===== config.mk =====
export PLATFORM = sky130hd
export DESIGN_NAME = lc4_core
export DESIGN_NICKNAME = d
export VERILOG_FILES = /design/src/hw/lc4_pkg.sv /design/src/hw/lc4_alu.sv /design/src/hw/lc4_core.sv /design/src/hw/lc4_decode_stage.sv /design/src/hw/lc4_decoder.sv /design/src/hw/lc4_execute.sv /design/src/hw/lc4_fetch.sv /design/src/hw/lc4_regfile.sv
export SDC_FILE = /design/constraint.sdc
export NUM_CORES = 1
export LEC_CHECK = 0
export BUFFER_PORTS_ARGS = -buffer_cell sky130_fd_sc_hd__buf_2
export CAP_MARGIN = 20
export CORE_MARGIN = 3
export CORE_UTILIZATION = 45
export DETAILED_ROUTE_END_ITERATION = 8
export PLACE_DENSITY = 0.67
export SKIP_CTS_REPAIR_TIMING = 1
export SLEW_MARGIN = 40
export SYNTH_ARGS = -nofsm -noshare
export SYNTH_HDL_FRONTEND = slang
export SYNTH_SLANG_ARGS = --single-unit

===== constraint.sdc =====
create_clock -name gwe -period 7.06 [get_ports gwe]
set_input_delay 0.353 -clock gwe [delete_from_list [all_inputs] [get_ports gwe]]
set_output_delay 0.353 -clock gwe [all_outputs]
set_load 0.005 [all_outputs]

===== src/hw/lc4_pkg.sv =====
// LC4 core shared definitions
// Widths, opcodes, sub-opcodes, ALU operation codes and the instruction word layout
package lc4_pkg;

   localparam int WORD_W    = 16;
   localparam int REG_SEL_W = 3;
   localparam int NZP_W     = 3;

   localparam logic [WORD_W-1:0] RESET_PC = 16'h8200;

   // Major opcodes in bits 15 to 12
   localparam logic [3:0] OP_BR      = 4'b0000;
   localparam logic [3:0] OP_ARITH   = 4'b0001;
   localparam logic [3:0] OP_LOGIC   = 4'b0101;
   localparam logic [3:0] OP_CONST   = 4'b1001;
   localparam logic [3:0] OP_HICONST = 4'b1101;
   localparam logic [3:0] OP_JMP     = 4'b1100;

   // Sub-opcodes in bits 5 to 3; bit 5 set selects the imm5 form
   localparam logic [2:0] SUB_ADD = 3'b000;
   localparam logic [2:0] SUB_MUL = 3'b001;
   localparam logic [2:0] SUB_SUB = 3'b010;
   localparam logic [2:0] SUB_AND = 3'b000;
   localparam logic [2:0] SUB_NOT = 3'b001;
   localparam logic [2:0] SUB_OR  = 3'b010;
   localparam logic [2:0] SUB_XOR = 3'b011;

   typedef enum logic [3:0] {
      ALU_ADD,
      ALU_MUL,
      ALU_SUB,
      ALU_AND,
      ALU_NOT,
      ALU_OR,
      ALU_XOR,
      ALU_ADDI,
      ALU_ANDI,
      ALU_CONST,
      ALU_HICONST,
      ALU_BR_TGT,
      ALU_JMP_TGT,
      ALU_PASS
   } alu_op_t;

   // Same 16 bits seen as a register form and as an immediate form
   typedef union packed {
      struct packed {
         logic [3:0]           opcode;
         logic [REG_SEL_W-1:0] rd;
         logic [REG_SEL_W-1:0] rs;
         logic [2:0]           subop;
         logic [REG_SEL_W-1:0] rt;
      } reg_form;
      struct packed {
         logic [3:0]           opcode;
         logic [REG_SEL_W-1:0] rd_nzp;
         logic [8:0]           imm9;
      } imm_form;
   } insn_t;

endpackage


===== src/hw/lc4_alu.sv =====
// LC4 ALU
// Result of each kept operation, including branch and jump targets
module lc4_alu (
   input  lc4_pkg::insn_t             i_insn,
   input  logic [lc4_pkg::WORD_W-1:0] i_pc,
   input  lc4_pkg::alu_op_t           i_alu_op,
   input  logic [lc4_pkg::WORD_W-1:0] i_rs_data,
   input  logic [lc4_pkg::WORD_W-1:0] i_rt_data,
   output logic [lc4_pkg::WORD_W-1:0] o_result
);

   logic [4:0]                 imm5;
   logic [10:0]                imm11;
   logic [lc4_pkg::WORD_W-1:0] sext5, sext9, sext11;
   logic [lc4_pkg::WORD_W-1:0] pc_plus_one;

   // imm5 sits in the low subop bits and rt, imm11 spans rd_nzp and imm9
   assign imm5  = {i_insn.reg_form.subop[1:0], i_insn.reg_form.rt};
   assign imm11 = {i_insn.imm_form.rd_nzp[1:0], i_insn.imm_form.imm9};

   assign sext5       = {{11{imm5[4]}}, imm5};
   assign sext9       = {{7{i_insn.imm_form.imm9[8]}}, i_insn.imm_form.imm9};
   assign sext11      = {{5{imm11[10]}}, imm11};
   assign pc_plus_one = i_pc + 16'd1;

   always_comb begin
      case (i_alu_op)
         lc4_pkg::ALU_ADD:     o_result = i_rs_data + i_rt_data;
         lc4_pkg::ALU_MUL:     o_result = i_rs_data * i_rt_data;
         lc4_pkg::ALU_SUB:     o_result = i_rs_data - i_rt_data;
         lc4_pkg::ALU_AND:     o_result = i_rs_data & i_rt_data;
         lc4_pkg::ALU_NOT:     o_result = ~i_rs_data;
         lc4_pkg::ALU_OR:      o_result = i_rs_data | i_rt_data;
         lc4_pkg::ALU_XOR:     o_result = i_rs_data ^ i_rt_data;
         lc4_pkg::ALU_ADDI:    o_result = i_rs_data + sext5;
         lc4_pkg::ALU_ANDI:    o_result = i_rs_data & sext5;
         lc4_pkg::ALU_CONST:   o_result = sext9;
         lc4_pkg::ALU_HICONST: o_result = {i_insn.imm_form.imm9[7:0], i_rs_data[7:0]};
         lc4_pkg::ALU_BR_TGT:  o_result = pc_plus_one + sext9;
         lc4_pkg::ALU_JMP_TGT: o_result = pc_plus_one + sext11;
         default:              o_result = i_rs_data;
      endcase
   end

endmodule


===== src/hw/lc4_core.sv =====
// LC4 pipelined core
// Fetch, decode and execute stages joined with the redirect and writeback paths
module lc4_core (
   input  logic                          gwe,
   input  logic                          i_rst_n,
   input  logic [lc4_pkg::WORD_W-1:0]    i_cur_insn,
   output logic [lc4_pkg::WORD_W-1:0]    o_cur_pc,
   output logic                          o_wb_valid,
   output logic [lc4_pkg::WORD_W-1:0]    o_wb_pc,
   output logic [lc4_pkg::WORD_W-1:0]    o_wb_insn,
   output logic                          o_wb_regfile_we,
   output logic [lc4_pkg::REG_SEL_W-1:0] o_wb_wsel,
   output logic [lc4_pkg::WORD_W-1:0]    o_wb_wdata,
   output logic                          o_wb_nzp_we,
   output logic [lc4_pkg::NZP_W-1:0]     o_wb_nzp
);

   logic [lc4_pkg::WORD_W-1:0]    fd_insn, fd_pc, redirect_pc;
   logic                          fd_valid, redirect;
   logic [lc4_pkg::WORD_W-1:0]    dx_insn, dx_pc, dx_rs_data, dx_rt_data;
   logic [lc4_pkg::REG_SEL_W-1:0] dx_rs_sel, dx_rt_sel, dx_wsel;
   logic                          dx_valid, dx_regfile_we, dx_nzp_we, dx_is_branch, dx_is_jump;
   lc4_pkg::alu_op_t              dx_alu_op;

   lc4_fetch u_fetch (
      .gwe(gwe), .i_rst_n(i_rst_n), .i_cur_insn(i_cur_insn),
      .i_redirect(redirect), .i_redirect_pc(redirect_pc), .o_cur_pc(o_cur_pc),
      .o_fd_insn(fd_insn), .o_fd_pc(fd_pc), .o_fd_valid(fd_valid)
   );

   lc4_decode_stage u_decode (
      .gwe(gwe), .i_rst_n(i_rst_n), .i_fd_insn(fd_insn), .i_fd_pc(fd_pc),
      .i_fd_valid(fd_valid), .i_flush(redirect), .i_wb_regfile_we(o_wb_regfile_we),
      .i_wb_wsel(o_wb_wsel), .i_wb_wdata(o_wb_wdata),
      .o_dx_insn(dx_insn), .o_dx_pc(dx_pc), .o_dx_valid(dx_valid),
      .o_dx_rs_data(dx_rs_data), .o_dx_rt_data(dx_rt_data),
      .o_dx_rs_sel(dx_rs_sel), .o_dx_rt_sel(dx_rt_sel), .o_dx_wsel(dx_wsel),
      .o_dx_regfile_we(dx_regfile_we), .o_dx_nzp_we(dx_nzp_we),
      .o_dx_is_branch(dx_is_branch), .o_dx_is_jump(dx_is_jump), .o_dx_alu_op(dx_alu_op)
   );

   lc4_execute u_execute (
      .gwe(gwe), .i_rst_n(i_rst_n), .i_dx_insn(dx_insn), .i_dx_pc(dx_pc),
      .i_dx_valid(dx_valid), .i_dx_rs_data(dx_rs_data), .i_dx_rt_data(dx_rt_data),
      .i_dx_rs_sel(dx_rs_sel), .i_dx_rt_sel(dx_rt_sel), .i_dx_wsel(dx_wsel),
      .i_dx_regfile_we(dx_regfile_we), .i_dx_nzp_we(dx_nzp_we),
      .i_dx_is_branch(dx_is_branch), .i_dx_is_jump(dx_is_jump), .i_dx_alu_op(dx_alu_op),
      .o_redirect(redirect), .o_redirect_pc(redirect_pc),
      .o_wb_valid(o_wb_valid), .o_wb_pc(o_wb_pc), .o_wb_insn(o_wb_insn),
      .o_wb_regfile_we(o_wb_regfile_we), .o_wb_wsel(o_wb_wsel), .o_wb_wdata(o_wb_wdata),
      .o_wb_nzp_we(o_wb_nzp_we), .o_wb_nzp(o_wb_nzp)
   );

endmodule


===== src/hw/lc4_decode_stage.sv =====
// LC4 decode stage
// Decodes, reads operands and holds the decode/execute pipeline register
module lc4_decode_stage (
   input  logic                          gwe,
   input  logic                          i_rst_n,
   input  logic [lc4_pkg::WORD_W-1:0]    i_fd_insn,
   input  logic [lc4_pkg::WORD_W-1:0]    i_fd_pc,
   input  logic                          i_fd_valid,
   input  logic                          i_flush,
   input  logic                          i_wb_regfile_we,
   input  logic [lc4_pkg::REG_SEL_W-1:0] i_wb_wsel,
   input  logic [lc4_pkg::WORD_W-1:0]    i_wb_wdata,
   output logic [lc4_pkg::WORD_W-1:0]    o_dx_insn,
   output logic [lc4_pkg::WORD_W-1:0]    o_dx_pc,
   output logic                          o_dx_valid,
   output logic [lc4_pkg::WORD_W-1:0]    o_dx_rs_data,
   output logic [lc4_pkg::WORD_W-1:0]    o_dx_rt_data,
   output logic [lc4_pkg::REG_SEL_W-1:0] o_dx_rs_sel,
   output logic [lc4_pkg::REG_SEL_W-1:0] o_dx_rt_sel,
   output logic [lc4_pkg::REG_SEL_W-1:0] o_dx_wsel,
   output logic                          o_dx_regfile_we,
   output logic                          o_dx_nzp_we,
   output logic                          o_dx_is_branch,
   output logic                          o_dx_is_jump,
   output lc4_pkg::alu_op_t              o_dx_alu_op
);

   logic [lc4_pkg::REG_SEL_W-1:0] rs_sel, rt_sel, wsel;
   logic                          regfile_we, nzp_we, is_branch, is_jump;
   logic [lc4_pkg::WORD_W-1:0]    rs_data, rt_data;
   lc4_pkg::alu_op_t              alu_op;
   logic                          keep;

   lc4_decoder u_decoder (
      .i_insn      (i_fd_insn),
      .o_rs_sel    (rs_sel),
      .o_rt_sel    (rt_sel),
      .o_wsel      (wsel),
      .o_regfile_we(regfile_we),
      .o_nzp_we    (nzp_we),
      .o_is_branch (is_branch),
      .o_is_jump   (is_jump),
      .o_alu_op    (alu_op)
   );

   lc4_regfile u_regfile (
      .gwe      (gwe),
      .i_rst_n  (i_rst_n),
      .i_rs     (rs_sel),
      .i_rt     (rt_sel),
      .i_rd     (i_wb_wsel),
      .i_wdata  (i_wb_wdata),
      .i_rd_we  (i_wb_regfile_we),
      .o_rs_data(rs_data),
      .o_rt_data(rt_data)
   );

   // Flushed or empty slot enters execute as a bubble
   assign keep = i_fd_valid && !i_flush;

   always_ff @(posedge gwe or negedge i_rst_n) begin
      if (!i_rst_n) begin
         o_dx_valid      <= 1'b0;
         o_dx_regfile_we <= 1'b0;
         o_dx_nzp_we     <= 1'b0;
         o_dx_is_branch  <= 1'b0;
         o_dx_is_jump    <= 1'b0;
      end else begin
         o_dx_valid      <= keep;
         o_dx_regfile_we <= keep && regfile_we;
         o_dx_nzp_we     <= keep && nzp_we;
         o_dx_is_branch  <= keep && is_branch;
         o_dx_is_jump    <= keep && is_jump;
      end
   end

   always_ff @(posedge gwe) begin
      o_dx_insn    <= i_fd_insn;
      o_dx_pc      <= i_fd_pc;
      o_dx_rs_data <= rs_data;
      o_dx_rt_data <= rt_data;
      o_dx_rs_sel  <= rs_sel;
      o_dx_rt_sel  <= rt_sel;
      o_dx_wsel    <= wsel;
      o_dx_alu_op  <= alu_op;
   end

endmodule


===== src/hw/lc4_decoder.sv =====
// LC4 instruction decoder
// Register selects, write enables and ALU operation for the kept subset
module lc4_decoder (
   input  lc4_pkg::insn_t                i_insn,
   output logic [lc4_pkg::REG_SEL_W-1:0] o_rs_sel,
   output logic [lc4_pkg::REG_SEL_W-1:0] o_rt_sel,
   output logic [lc4_pkg::REG_SEL_W-1:0] o_wsel,
   output logic                          o_regfile_we,
   output logic                          o_nzp_we,
   output logic                          o_is_branch,
   output logic                          o_is_jump,
   output lc4_pkg::alu_op_t              o_alu_op
);

   logic writes;

   always_comb begin
      o_rs_sel    = i_insn.reg_form.rs;
      o_rt_sel    = i_insn.reg_form.rt;
      o_wsel      = i_insn.reg_form.rd;
      o_is_branch = 1'b0;
      o_is_jump   = 1'b0;
      o_alu_op    = lc4_pkg::ALU_PASS;
      writes      = 1'b0;
      case (i_insn.reg_form.opcode)
         lc4_pkg::OP_BR: begin
            o_is_branch = 1'b1;
            o_alu_op    = lc4_pkg::ALU_BR_TGT;
         end
         lc4_pkg::OP_ARITH: begin
            writes = 1'b1;
            if (i_insn.reg_form.subop[2]) begin
               o_alu_op = lc4_pkg::ALU_ADDI;
            end else begin
               case (i_insn.reg_form.subop)
                  lc4_pkg::SUB_ADD: o_alu_op = lc4_pkg::ALU_ADD;
                  lc4_pkg::SUB_MUL: o_alu_op = lc4_pkg::ALU_MUL;
                  lc4_pkg::SUB_SUB: o_alu_op = lc4_pkg::ALU_SUB;
                  // DIV is not kept
                  default:          writes   = 1'b0;
               endcase
            end
         end
         lc4_pkg::OP_LOGIC: begin
            writes = 1'b1;
            if (i_insn.reg_form.subop[2]) begin
               o_alu_op = lc4_pkg::ALU_ANDI;
            end else begin
               case (i_insn.reg_form.subop)
                  lc4_pkg::SUB_AND: o_alu_op = lc4_pkg::ALU_AND;
                  lc4_pkg::SUB_NOT: o_alu_op = lc4_pkg::ALU_NOT;
                  lc4_pkg::SUB_OR:  o_alu_op = lc4_pkg::ALU_OR;
                  default:          o_alu_op = lc4_pkg::ALU_XOR;
               endcase
            end
         end
         lc4_pkg::OP_CONST: begin
            writes   = 1'b1;
            o_alu_op = lc4_pkg::ALU_CONST;
         end
         lc4_pkg::OP_HICONST: begin
            // Low byte of rd is kept, so rd is read as rs
            writes   = 1'b1;
            o_rs_sel = i_insn.reg_form.rd;
            o_alu_op = lc4_pkg::ALU_HICONST;
         end
         lc4_pkg::OP_JMP: begin
            // Bit 11 clear is JMPR, not kept
            o_is_jump = i_insn.imm_form.rd_nzp[2];
            o_alu_op  = lc4_pkg::ALU_JMP_TGT;
         end
         default: ;
      endcase
      o_regfile_we = writes;
      o_nzp_we     = writes;
   end

endmodule


===== src/hw/lc4_execute.sv =====
// LC4 execute and writeback
// Bypass, ALU, NZP codes, branch resolution and the writeback trace register
module lc4_execute (
   input  logic                          gwe,
   input  logic                          i_rst_n,
   input  logic [lc4_pkg::WORD_W-1:0]    i_dx_insn,
   input  logic [lc4_pkg::WORD_W-1:0]    i_dx_pc,
   input  logic                          i_dx_valid,
   input  logic [lc4_pkg::WORD_W-1:0]    i_dx_rs_data,
   input  logic [lc4_pkg::WORD_W-1:0]    i_dx_rt_data,
   input  logic [lc4_pkg::REG_SEL_W-1:0] i_dx_rs_sel,
   input  logic [lc4_pkg::REG_SEL_W-1:0] i_dx_rt_sel,
   input  logic [lc4_pkg::REG_SEL_W-1:0] i_dx_wsel,
   input  logic                          i_dx_regfile_we,
   input  logic                          i_dx_nzp_we,
   input  logic                          i_dx_is_branch,
   input  logic                          i_dx_is_jump,
   input  lc4_pkg::alu_op_t              i_dx_alu_op,
   output logic                          o_redirect,
   output logic [lc4_pkg::WORD_W-1:0]    o_redirect_pc,
   output logic                          o_wb_valid,
   output logic [lc4_pkg::WORD_W-1:0]    o_wb_pc,
   output logic [lc4_pkg::WORD_W-1:0]    o_wb_insn,
   output logic                          o_wb_regfile_we,
   output logic [lc4_pkg::REG_SEL_W-1:0] o_wb_wsel,
   output logic [lc4_pkg::WORD_W-1:0]    o_wb_wdata,
   output logic                          o_wb_nzp_we,
   output logic [lc4_pkg::NZP_W-1:0]     o_wb_nzp
);

   lc4_pkg::insn_t                 insn;
   logic [lc4_pkg::WORD_W-1:0]     rs_val, rt_val, result;
   logic [lc4_pkg::NZP_W-1:0]      nzp_q, nzp_new;
   logic                           wb_hit;
   logic                           taken;

   assign insn   = i_dx_insn;
   assign wb_hit = o_wb_valid && o_wb_regfile_we;

   // Result still in writeback overrides the stale operand
   assign rs_val = (wb_hit && o_wb_wsel == i_dx_rs_sel) ? o_wb_wdata : i_dx_rs_data;
   assign rt_val = (wb_hit && o_wb_wsel == i_dx_rt_sel) ? o_wb_wdata : i_dx_rt_data;

   lc4_alu u_alu (
      .i_insn   (insn),
      .i_pc     (i_dx_pc),
      .i_alu_op (i_dx_alu_op),
      .i_rs_data(rs_val),
      .i_rt_data(rt_val),
      .o_result (result)
   );

   assign nzp_new = {result[15], result == '0, !result[15] && result != '0};

   assign taken         = i_dx_is_jump || (i_dx_is_branch && |(insn.imm_form.rd_nzp & nzp_q));
   assign o_redirect    = i_dx_valid && taken;
   assign o_redirect_pc = result;

   always_ff @(posedge gwe or negedge i_rst_n) begin
      if (!i_rst_n) begin
         nzp_q           <= '0;
         o_wb_valid      <= 1'b0;
         o_wb_regfile_we <= 1'b0;
         o_wb_nzp_we     <= 1'b0;
      end else begin
         if (i_dx_valid && i_dx_nzp_we) begin
            nzp_q <= nzp_new;
         end
         // Bubbles from decode already carry cleared write enables
         o_wb_valid      <= i_dx_valid;
         o_wb_regfile_we <= i_dx_regfile_we;
         o_wb_nzp_we     <= i_dx_nzp_we;
      end
   end

   always_ff @(posedge gwe) begin
      o_wb_pc    <= i_dx_pc;
      o_wb_insn  <= i_dx_insn;
      o_wb_wsel  <= i_dx_wsel;
      o_wb_wdata <= result;
      o_wb_nzp   <= nzp_new;
   end

   a_we_valid: assert property (
      @(posedge gwe) disable iff (!i_rst_n)
      o_wb_regfile_we |-> o_wb_valid
   );
   a_nzp_onehot: assert property (
      @(posedge gwe) disable iff (!i_rst_n)
      o_wb_nzp_we |-> $onehot(o_wb_nzp)
   );

endmodule


===== src/hw/lc4_fetch.sv =====
// LC4 fetch stage
// Program counter with redirect, and the fetch/decode pipeline register
module lc4_fetch (
   input  logic                      gwe,
   input  logic                      i_rst_n,
   input  logic [lc4_pkg::WORD_W-1:0] i_cur_insn,
   input  logic                      i_redirect,
   input  logic [lc4_pkg::WORD_W-1:0] i_redirect_pc,
   output logic [lc4_pkg::WORD_W-1:0] o_cur_pc,
   output logic [lc4_pkg::WORD_W-1:0] o_fd_insn,
   output logic [lc4_pkg::WORD_W-1:0] o_fd_pc,
   output logic                      o_fd_valid
);

   logic [lc4_pkg::WORD_W-1:0] pc_q;
   logic [lc4_pkg::WORD_W-1:0] pc_next;

   // Sequential fetch unless execute resolved a taken transfer
   assign pc_next  = i_redirect ? i_redirect_pc : pc_q + 16'd1;
   assign o_cur_pc = pc_q;

   always_ff @(posedge gwe or negedge i_rst_n) begin
      if (!i_rst_n) begin
         pc_q <= lc4_pkg::RESET_PC;
      end else begin
         pc_q <= pc_next;
      end
   end

   always_ff @(posedge gwe or negedge i_rst_n) begin
      if (!i_rst_n) begin
         o_fd_valid <= 1'b0;
      end else begin
         // Wrong-path fetch becomes a bubble
         o_fd_valid <= !i_redirect;
      end
   end

   always_ff @(posedge gwe) begin
      o_fd_insn <= i_cur_insn;
      o_fd_pc   <= pc_q;
   end

   // Younger slot fetched alongside a taken transfer must never reach decode as valid
   a_redirect_squash: assert property (
      @(posedge gwe) disable iff (!i_rst_n)
      i_redirect |=> !o_fd_valid
   );

endmodule


===== src/hw/lc4_regfile.sv =====
// LC4 register file
// Eight 16-bit registers, two read ports, one write port with write-through
module lc4_regfile (
   input  logic                          gwe,
   input  logic                          i_rst_n,
   input  logic [lc4_pkg::REG_SEL_W-1:0] i_rs,
   input  logic [lc4_pkg::REG_SEL_W-1:0] i_rt,
   input  logic [lc4_pkg::REG_SEL_W-1:0] i_rd,
   input  logic [lc4_pkg::WORD_W-1:0]    i_wdata,
   input  logic                          i_rd_we,
   output logic [lc4_pkg::WORD_W-1:0]    o_rs_data,
   output logic [lc4_pkg::WORD_W-1:0]    o_rt_data
);

   logic [lc4_pkg::WORD_W-1:0] regs [0:7];

   always_ff @(posedge gwe or negedge i_rst_n) begin
      if (!i_rst_n) begin
         for (int i = 0; i < 8; i++) begin
            regs[i] <= '0;
         end
      end else if (i_rd_we) begin
         regs[i_rd] <= i_wdata;
      end
   end

   // Same-cycle write is visible to the reader
   assign o_rs_data = (i_rd_we && i_rd == i_rs) ? i_wdata : regs[i_rs];
   assign o_rt_data = (i_rd_we && i_rd == i_rt) ? i_wdata : regs[i_rt];

endmodule


; Word-level counts from Yosys, hierarchy flattened
; Index checks and enable logic that the tools add are counted.
[op_classes]
reduce_logical = 25
bitwise_logic = 9
n_eq_ne = 23
mul = 1
magnitude_cmp = 4
add_sub_neg = 7
muxes = 26
[op_table]
columns = cell, n
row1 = $pmux W16 S13, 1
row2 = $mux W16, 10
row3 = $bwmux W128, 1
row4 = $bmux W16 S3, 2
row5 = $add A16 B16 Y16, 4
row6 = $demux W16 S3, 1
row7 = $add A16 B1 Y16 const B, 2
row8 = $and A16 B16 Y16, 2
row9 = $eq A4 B4 Y1 const B, 8
row10 = $pmux W4 S6, 1
row11 = $eq A4 B3 Y1 const B, 5
row12 = $logic_not A16 Y1, 1
row13 = $mul A16 B16 Y16, 1
row14 = $not A16 Y16, 1
row15 = $or A16 B16 Y16, 1
row16 = $reduce_bool A16 Y1, 1
row17 = $sub A16 B16 Y16, 1
row18 = $xor A16 B16 Y16, 1
row19 = $logic_and A1 B1 Y1, 14
row20 = $eq A3 B3 Y1, 4
row21 = $ge A4 B4 Y1 const B, 3
row22 = $not A3 Y4, 3
row23 = $pmux W4 S3, 1
row24 = $pmux W3 S3, 1
row25 = 15 further kinds, 25
[totals]
wordCells = 127
inputBits = 18
out_inout_bits = 73
ff_bits = 317

; Logic depth before layout (Yosys ltp)
; Gate-level depths: netlist (run 1).
[depth]
word_depth = 8
depth_mapped = 32
ltp_nobuf = 29

; Hierarchy
; From an unflattened synthesis (run 1), not the netlist that was laid out.
[hier_totals]
cells_unflattened = 1852
area_unflattened_um2 = 20313.2
[by_module_without_submodules]
columns = module, cells_each, seq_area_each_um2, n_inst, area_per_inst_um2
row1 = lc4_regfile, 452, 3203.1, 1, 7508.5
row2 = lc4_alu, 1032, 0.0, 1, 7445.9
row3 = lc4_execute, 117, 1211.2, 1, 1799.2
row4 = lc4_decode_stage, 87, 1666.6, 1, 1707.9
row5 = lc4_fetch, 122, 1068.5, 1, 1546.5
row6 = lc4_decoder, 42, 0.0, 1, 305.3

; Worst setup path before layout (run 1)
; Ideal clock, no wire load.
[synth_path]
path_kind = reg-to-reg
startpoint = reg, netlist name u_execute.o_wb_nzp_we
endpoint = reg u_fetch.pc_q, in the netlist u_fetch.o_cur_pc[15]
stages_incl_launch_ff = 32
path_buffers = 4
synth_period_minus_slack_ps = 7443
required_time_ps = 6978
setup_time_ps = 82
arrival_time_ps = 7361
setup_slack_ps = -383
cell_sequence = dfrtp_1 -> buf_4 -> nand2_1 -> nor4_2 -> buf_6 -> buf_4 -> mux2i_1 -> clkbuf_1 -> inv_1 -> ha_1 -> fa_1 -> inv_1 -> fa_1 -> fa_1 -> inv_1 -> ha_1 -> fa_1 -> inv_1 -> fa_1 -> inv_1 -> ha_1 -> or2_2 -> o31ai_1 -> a21oi_1 -> a21o_1 -> a21oi_1 -> o21ai_0 -> xnor2_1 -> and2_4 -> o41ai_4 -> a21oi_2 -> mux2_2
[synth_lines]
columns = item, line
row1 = to (signal assigned), lc4_fetch.sv:24  ; pc_q <= lc4_pkg::RESET_PC;
row2 = to (signal assigned), lc4_fetch.sv:26  ; pc_q <= pc_next;
row3 = to (decl), lc4_fetch.sv:15  ; logic [lc4_pkg::WORD_W-1:0] pc_q;

; Final worst setup path (run 1)
[layout_path]
startpoint = reg u_decode.o_dx_rs_sel[1] in the netlist's numbering
endpoint = reg u_execute.nzp_q[0] in the netlist's numbering
[layout_via]
elab_chain_cells = 7
word_cells_on_any_way = 16
cone_classes = 3 x add/sub / 1 x mul / 1 x eq/ne / 2 x mux / 5 x bitwise / 4 x reduce/logical
[layout_rtl]
columns = item, line
row1 = from (decl), lc4_decode_stage.sv:18  ; output logic [lc4_pkg::REG_SEL_W-1:0] o_dx_rs_sel,
row2 = from (signal assigned), lc4_decode_stage.sv:82  ; o_dx_rs_sel <= rs_sel;
row3 = $eq A3 B3 Y1 *, lc4_execute.sv:41  ; assign rs_val = (wb_hit && o_wb_wsel == i_dx_rs_sel) ? o_wb_wdata : i_dx_rs_data;
row4 = $logic_and A1 B1 Y1 *, lc4_execute.sv:41
row5 = $mux W16 *, lc4_execute.sv:41
row6 = "$mul A16 B16 Y16, or another cell as far along", lc4_alu.sv:29  ; lc4_pkg::ALU_MUL: o_result = i_rs_data * i_rt_data;
row7 = $pmux W16 S13 *, lc4_alu.sv:27  ; case (i_alu_op)
row8 = $reduce_bool A16 Y1 or $logic_not A1 Y1 (tied branches), lc4_execute.sv:53  ; assign nzp_new = {result[15], result == '0, !result[15] && result != '0};
row9 = $logic_and A1 B1 Y1 *, lc4_execute.sv:53
row10 = to (signal assigned), lc4_execute.sv:67  ; nzp_q <= nzp_new;
row11 = to (decl), lc4_execute.sv:33  ; logic [lc4_pkg::NZP_W-1:0] nzp_q, nzp_new;
; Mark *: on every way between the ends. The rest lies on a longest branch, timed or not.
; A chain may end at the register's enable or synchronous reset.

==> results.cfg, run 1 <==
[run_status]
status = completed

[setup_path]
critPathLaunchType = register
critical-path-top-delay-family = adder cells
crit_top_cell = fa_1
cp-end-kind = register
cpPeakStageDelay_ns = 0.52
crit_buf_inv = 7
crit_arrival_ns = 7.56
slowest_stage = fa_1
crit_type = reg -> reg
r2r_setup_slack_ns = 0.003
cp.required_ns = 7.56
crit_fanout = 5

[clock_tree]
clock_latency_ns = 0.57
cts_tree = built
cts_root_buf = clkbuf_16
h-tree-depth = 1
cts_sinks = 307
path_clk_slew_ns = 0.06
clk_path_buf_depth = 3
cts_buffers = 31

[drt]
drt_pass1_iterations = 6
drtIter0Drc = 1396
drt_wl_total_mm = 65.1
vias = 16200
final_antenna_net_count = 0
drcViolationCount = 0
wire_per_inst_um = 22.6
viasPerCell = 5.62

[grt]
grtUsageMet3_pct = 3.21
antenna_found_initial = 0
use_met1_pct = 35.5
grt_pass1_wl_mm = 98.7
met2_usage_pct = 45.8
grt_pass1_vias = 16400
grt_busiest_layer = met2
grt_max_degree = 83
grt_use_total_pct = 27.5
overflow = 0

[sta]
timing.final.ws_setup_ns = 0.00289
max_freq_mhz = 142
finalHoldViolations = 0
setup_viol = 0
tightest_slew_ns = 0.835
finalCritPeriodShare_pct = 100
fin_skew_ns = 0.0138
fin_hold_ws_ns = 0.325
fin_crit_ns = 7.06
slew_violations = 0
rsz0062_at_grt = true
slew_headroom_pct = 44.1

[yosys]
ys_seq_elements = 307
synthFlopType = dfxtp_1
syn_inst = 2067
ys_types = 72
yosys-top-cells-area = dfrtp_1 (19%), dfxtp_1 (16%), fa_1 (8.4%), mux2_2 (7.8%), ha_1 (6.8%)
post_synth.cell_area_avg_um2 = 9.50
yosys_warnings = 0
async_flop_share_pct = 50.2
synth_edf_count = 0
netlist_area_um2 = 19600
synthesis.nets = 2273
synth_top_area_share_pct = 19.4
synth_largest_area_cell = dfrtp_1
ys_seq_area_share_pct = 35.2

[pwr]
ir_drop_uv = 1070
power_leakage_nw = 10.6
power_mw = 13.5
power_density_nw_per_um2 = 575

[hold_path]
hold_path_class = reg -> reg

[layout]
drive_gt1_share_pct = 26.5
layout_common_cells = nand2_1 (283), buf_4 (169), dfrtp_1 (152)
areaGrowthSynthToFinish_pct = 19.7
design_area_um2 = 23500
antenna_cells = 0
nets = 2484
final_common_cell = nand2_1
finalNonFillerCells = 2879

[placement]
place_inst = 2787
pre_cts_ws_ns = -0.364
gp_congestion = 1.01
dpl.hpwl_mm = 49.0
port_buffers = 90
place_area_um2 = 21700

[floorplan]
die_height_um = 215
placeableCoreArea_um2 = 42500
dieArea_um2 = 46200
fp.dieW_um = 215
pin_count = 91
start_util_pct = 46.2
rows = 75

[run]
maxCapViolations = 0
==> Yosys cell counts (10+ instances only) <==
| library cell | instances |
|---|---|
| fa_1 | 82 |
| clkbuf_1 | 93 |
| a22oi_1 | 10 |
| inv_2 | 14 |
| a311oi_1 | 18 |
| inv_1 | 154 |
| dfxtp_1 | 153 |
| xor2_1 | 35 |
| nand2_1 | 287 |
| dfrtp_1 | 152 |
| nor4_1 | 10 |
| mux2_2 | 136 |
| a31oi_1 | 26 |
| and3_1 | 30 |
| a21oi_1 | 90 |
| nor2b_1 | 20 |
| nor2_1 | 149 |
| nand3_1 | 73 |
| a21o_1 | 14 |
| mux4_2 | 32 |
| o21ai_0 | 96 |
| xnor2_1 | 65 |
| ha_1 | 106 |
| o211ai_1 | 18 |
| nor3_1 | 18 |
| mux2i_1 | 34 |
==> routing by layer <==
layer	routed length, um	vias to the layer above
met5	0	-
met4	3670	0
met3	3090	153
met2	31200	477
met1	27200	8030
li1	-	7518
==> state kept, by name (all words and copies together), names as in the netlist, 4 cells and up <==
| name | cells |
|---|---|
| u_decode.u_regfile.regs | 128 |
| u_decode.o_dx_pc | 16 |
| u_decode.o_dx_rs_data | 16 |
| u_decode.o_dx_rt_data | 16 |
| u_execute.o_wb_insn | 16 |
| u_execute.o_wb_pc | 16 |
| u_fetch.o_cur_pc | 16 |
| u_fetch.o_fd_insn | 16 |
| u_fetch.o_fd_pc | 16 |
| u_execute.o_wb_wdata | 15 |
| u_decode.o_dx_insn | 14 |
| u_decode.o_dx_alu_op | 4 |
==> per-stage QoR <==
stage | utilization (%) | setup TNS [ns]
3_5_place_dp | 51.1 | -2.45
4_1_cts | 53.6 | -3.00
2_1_floorplan | - | -0.0188
5_1_grt | 55.3 | -1.40
6_report | 55.3 | 0
3_3_place_gp | 51.1 | -0.916
==> area by class of cell <==
cell class	count	area [um2]
tap	577	722
fill	3779	19000
clock inverter	13	131
inverter	172	657
clock buffer	44	937
sequential	307	6930
timing repair buffer	291	2160
multi-input combinational	1475	12000
==> report_power, final <==
part	total (mW)	internal (mW)	switching (mW)
Combinational	8.91	4.05	4.87
Sequential	2.91	2.39	0.514
Clock	1.69	0.998	0.691
Total	13.5	7.44	6.07
==> worst paths after layout <==
path                                            startpoint                                      end  cells after the start
max                        u_decode.o_dx_rs_sel[1]$_DFF_P_           u_execute.nzp_q[0]$_DFFE_PN0P_                     29
min                         u_decode.o_dx_insn[14]$_DFF_P_          u_execute.o_wb_insn[14]$_DFF_P_                      0
max reg2reg                u_decode.o_dx_rs_sel[1]$_DFF_P_           u_execute.nzp_q[0]$_DFFE_PN0P_                     29
min reg2reg                 u_decode.o_dx_insn[14]$_DFF_P_          u_execute.o_wb_insn[14]$_DFF_P_                      0
max in group asynchronous                          i_rst_n       u_decode.o_dx_regfile_we$_DFF_PN0_                      4
min in group asynchronous                          i_rst_n  u_decode.u_regfile.regs[14]$_DFFE_PN0P_                      2
==> kinds of logic after synthesis <==
family	synth area share, %
and+or+nand+nor	14.3
muxes	13.9
buffers and inverters	5.70
adders and majority gates	15.1
AOI/OAI and AO/OA	11.0
xor gates and xnor gates	4.69
DFF	35.2
Note: power is estimated with default switching activity, not from simulation.
==> inputs of run 2 (changes only) <==
--- a/config.mk
+++ b/config.mk
@@ -10,9 +10,9 @@
 export CORE_MARGIN = 3
 export CORE_UTILIZATION = 45
 export DETAILED_ROUTE_END_ITERATION = 8
-export PLACE_DENSITY = 0.67
+export PLACE_DENSITY = 0.64
 export SKIP_CTS_REPAIR_TIMING = 1
-export SLEW_MARGIN = 40
+export SLEW_MARGIN = 20
 export SYNTH_ARGS = -nofsm -noshare
 export SYNTH_HDL_FRONTEND = slang
 export SYNTH_SLANG_ARGS = --single-unit
==> constraint.sdc (replaced) <==
create_clock -name gwe -period 8.4 [get_ports gwe]
set_input_delay 0.42 -clock gwe [delete_from_list [all_inputs] [get_ports gwe]]
set_output_delay 0.42 -clock gwe [all_outputs]
set_load 0.005 [all_outputs]
==> results.cfg, run 2 (synthesized netlist as in run 1, its figures left out) <==
[placement]
dpl.hpwl_mm = 47.3
port_buffers = 90
pre_cts_ws_ns = 0.506
gp_congestion = 1.03

[clock_tree]
cts_sinks = 307
h-tree-depth = 2
clock_latency_ns = 0.52
cts_tree = built
cts_buffers = 34
clk_path_buf_depth = 3
cts_root_buf = clkbuf_16
path_clk_slew_ns = 0.06

[drt]
vias = 15900
drt_pass1_iterations = 7
wire_per_inst_um = 23.4
viasPerCell = 5.76
drtIter0Drc = 1275
drt_wl_total_mm = 64.5
drcViolationCount = 2
final_antenna_net_count = 0

[layout]
largest_reg_flops = 128
nets = 2360
final_common_cell = nand2_1
areaGrowthSynthToFinish_pct = 13.0
n_fill_cell = 3903
top_register = u_decode.u_regfile.regs
drive_gt1_share_pct = 19.5
layout_common_cells = nand2_1 (287), inv_1 (153), dfxtp_1 (152), dfrtp_1 (152), nor2_1 (149)

[sta]
rsz0062_at_grt = false
slew_headroom_pct = 30.4
slew_violations = 0
tightest_slew_ns = 1.04
max_freq_mhz = 126
fin_skew_ns = 0.0199
finalHoldViolations = 0
fin_crit_ns = 7.94
timing.final.ws_setup_ns = 0.463
tns_ns = 0
finalCritPeriodShare_pct = 94.5
setup_viol = 0

[floorplan]
start_util_pct = 46.2
rows = 75
dieArea_um2 = 46200
die_height_um = 215
fp.dieW_um = 215
pin_count = 91
placeableCoreArea_um2 = 42500

[grt]
overflow = 0
grt_max_degree = 83
grt_pass1_wl_mm = 98.7
grt_use_total_pct = 27.6
grt_pass1_vias = 16100
antenna_found_initial = 0

[pwr]
power_mw = 10.1
power_leakage_nw = 9.95
power_density_nw_per_um2 = 457
ir_drop_uv = 598

[setup_path]
cpPeakStageDelay_ns = 0.62
critPathLaunchType = register
crit_fanout = 12
cp-end-kind = register
crit_type = reg -> reg
slowest_stage = dfxtp_1
rr_worst_depth = 28
cp.required_ns = 8.84
crit_arrival_ns = 8.38
crit_top_cell = fa_1

[run_status]
status = finished with violations
violations = DRC

[run]
maxCapViolations = 0

[hold_path]
hold_path_class = in -> reg
worst_hold_path.num_cells = 1
-- run 2: worst paths after layout --
path | from | endpoint | slack, ns
hold / removal | i_cur_insn[5] | u_fetch.o_fd_insn[5]$_DFF_P_ | 0.004
setup reg to reg | u_execute.o_wb_insn[11]$_DFF_P_ | u_fetch.o_cur_pc[15]$_DFF_PN1_ | 0.46
max in group asynchronous | i_rst_n | u_decode.u_regfile.regs[33]$_DFFE_PN0P_ | 6.68
hold reg to reg | u_fetch.o_fd_pc[5]$_DFF_P_ | u_decode.o_dx_pc[5]$_DFF_P_ | 0.32
min in group asynchronous | i_rst_n | u_decode.u_regfile.regs[14]$_DFFE_PN0P_ | 0.50
setup / recovery | u_execute.o_wb_insn[11]$_DFF_P_ | u_fetch.o_cur_pc[15]$_DFF_PN1_ | 0.46
-- run 2: where the power goes --
group	internal, mW	switching (mW)	total (mW)
logic	2.54	3.52	6.06
clock network	0.973	0.590	1.56
registers	2.01	0.498	2.51
total	5.52	4.61	10.1
-- run 2: worst max-delay path, delay by kind of cell, from the launching register on --
kind / cells / cell delay (ns)
buffers and inverters: 6 / 0.65
AO/OA/AOI/OAI: 7 / 1.29
XOR/XNOR: 2 / 0.43
AND/OR/NAND/NOR: 4 / 1.22
flip-flops: 1 / 0.62
multiplexers: 2 / 0.67
adder cells (fa/ha/maj): 7 / 2.97
-- run 2: area by class of cell --
class                           instances  area, um2  share of cell area (%)
Antenna cell                            1       2.50                  0.0113
Clock buffer                           49        988                    4.46
Clock inverter                         12        191                   0.863
Inverter                              172        648                    2.92
Multi-Input combinational cell       1475      11700                    52.6
Sequential cell                       307       6920                    31.2
Tap cell                              577        722                    3.25
Timing Repair Buffer                  164       1050                    4.72
-- run 2: metal layers --
layer,share of wire [%],vias up,GRT usage [%]
li1,-,7254,-
met1,41,7888,35.9
met2,47,583,45.8
met3,6.1,144,3.45
met4,5.4,0,13.3
met5,0,-,0
-- run 2: through the flow --
step	instances	hold WS, ns	utilization, %	area, um2
3_5_place_dp	2683	0.313	49.1	20900
2_1_floorplan	2067	0.124	-	19600
5_1_grt	2756	-0.000411	52.2	22200
4_1_cts	2744	-0.0597	51.9	22100
6_report	2757	0.00423	52.2	22200
3_3_place_gp	2683	0.310	49.1	20900
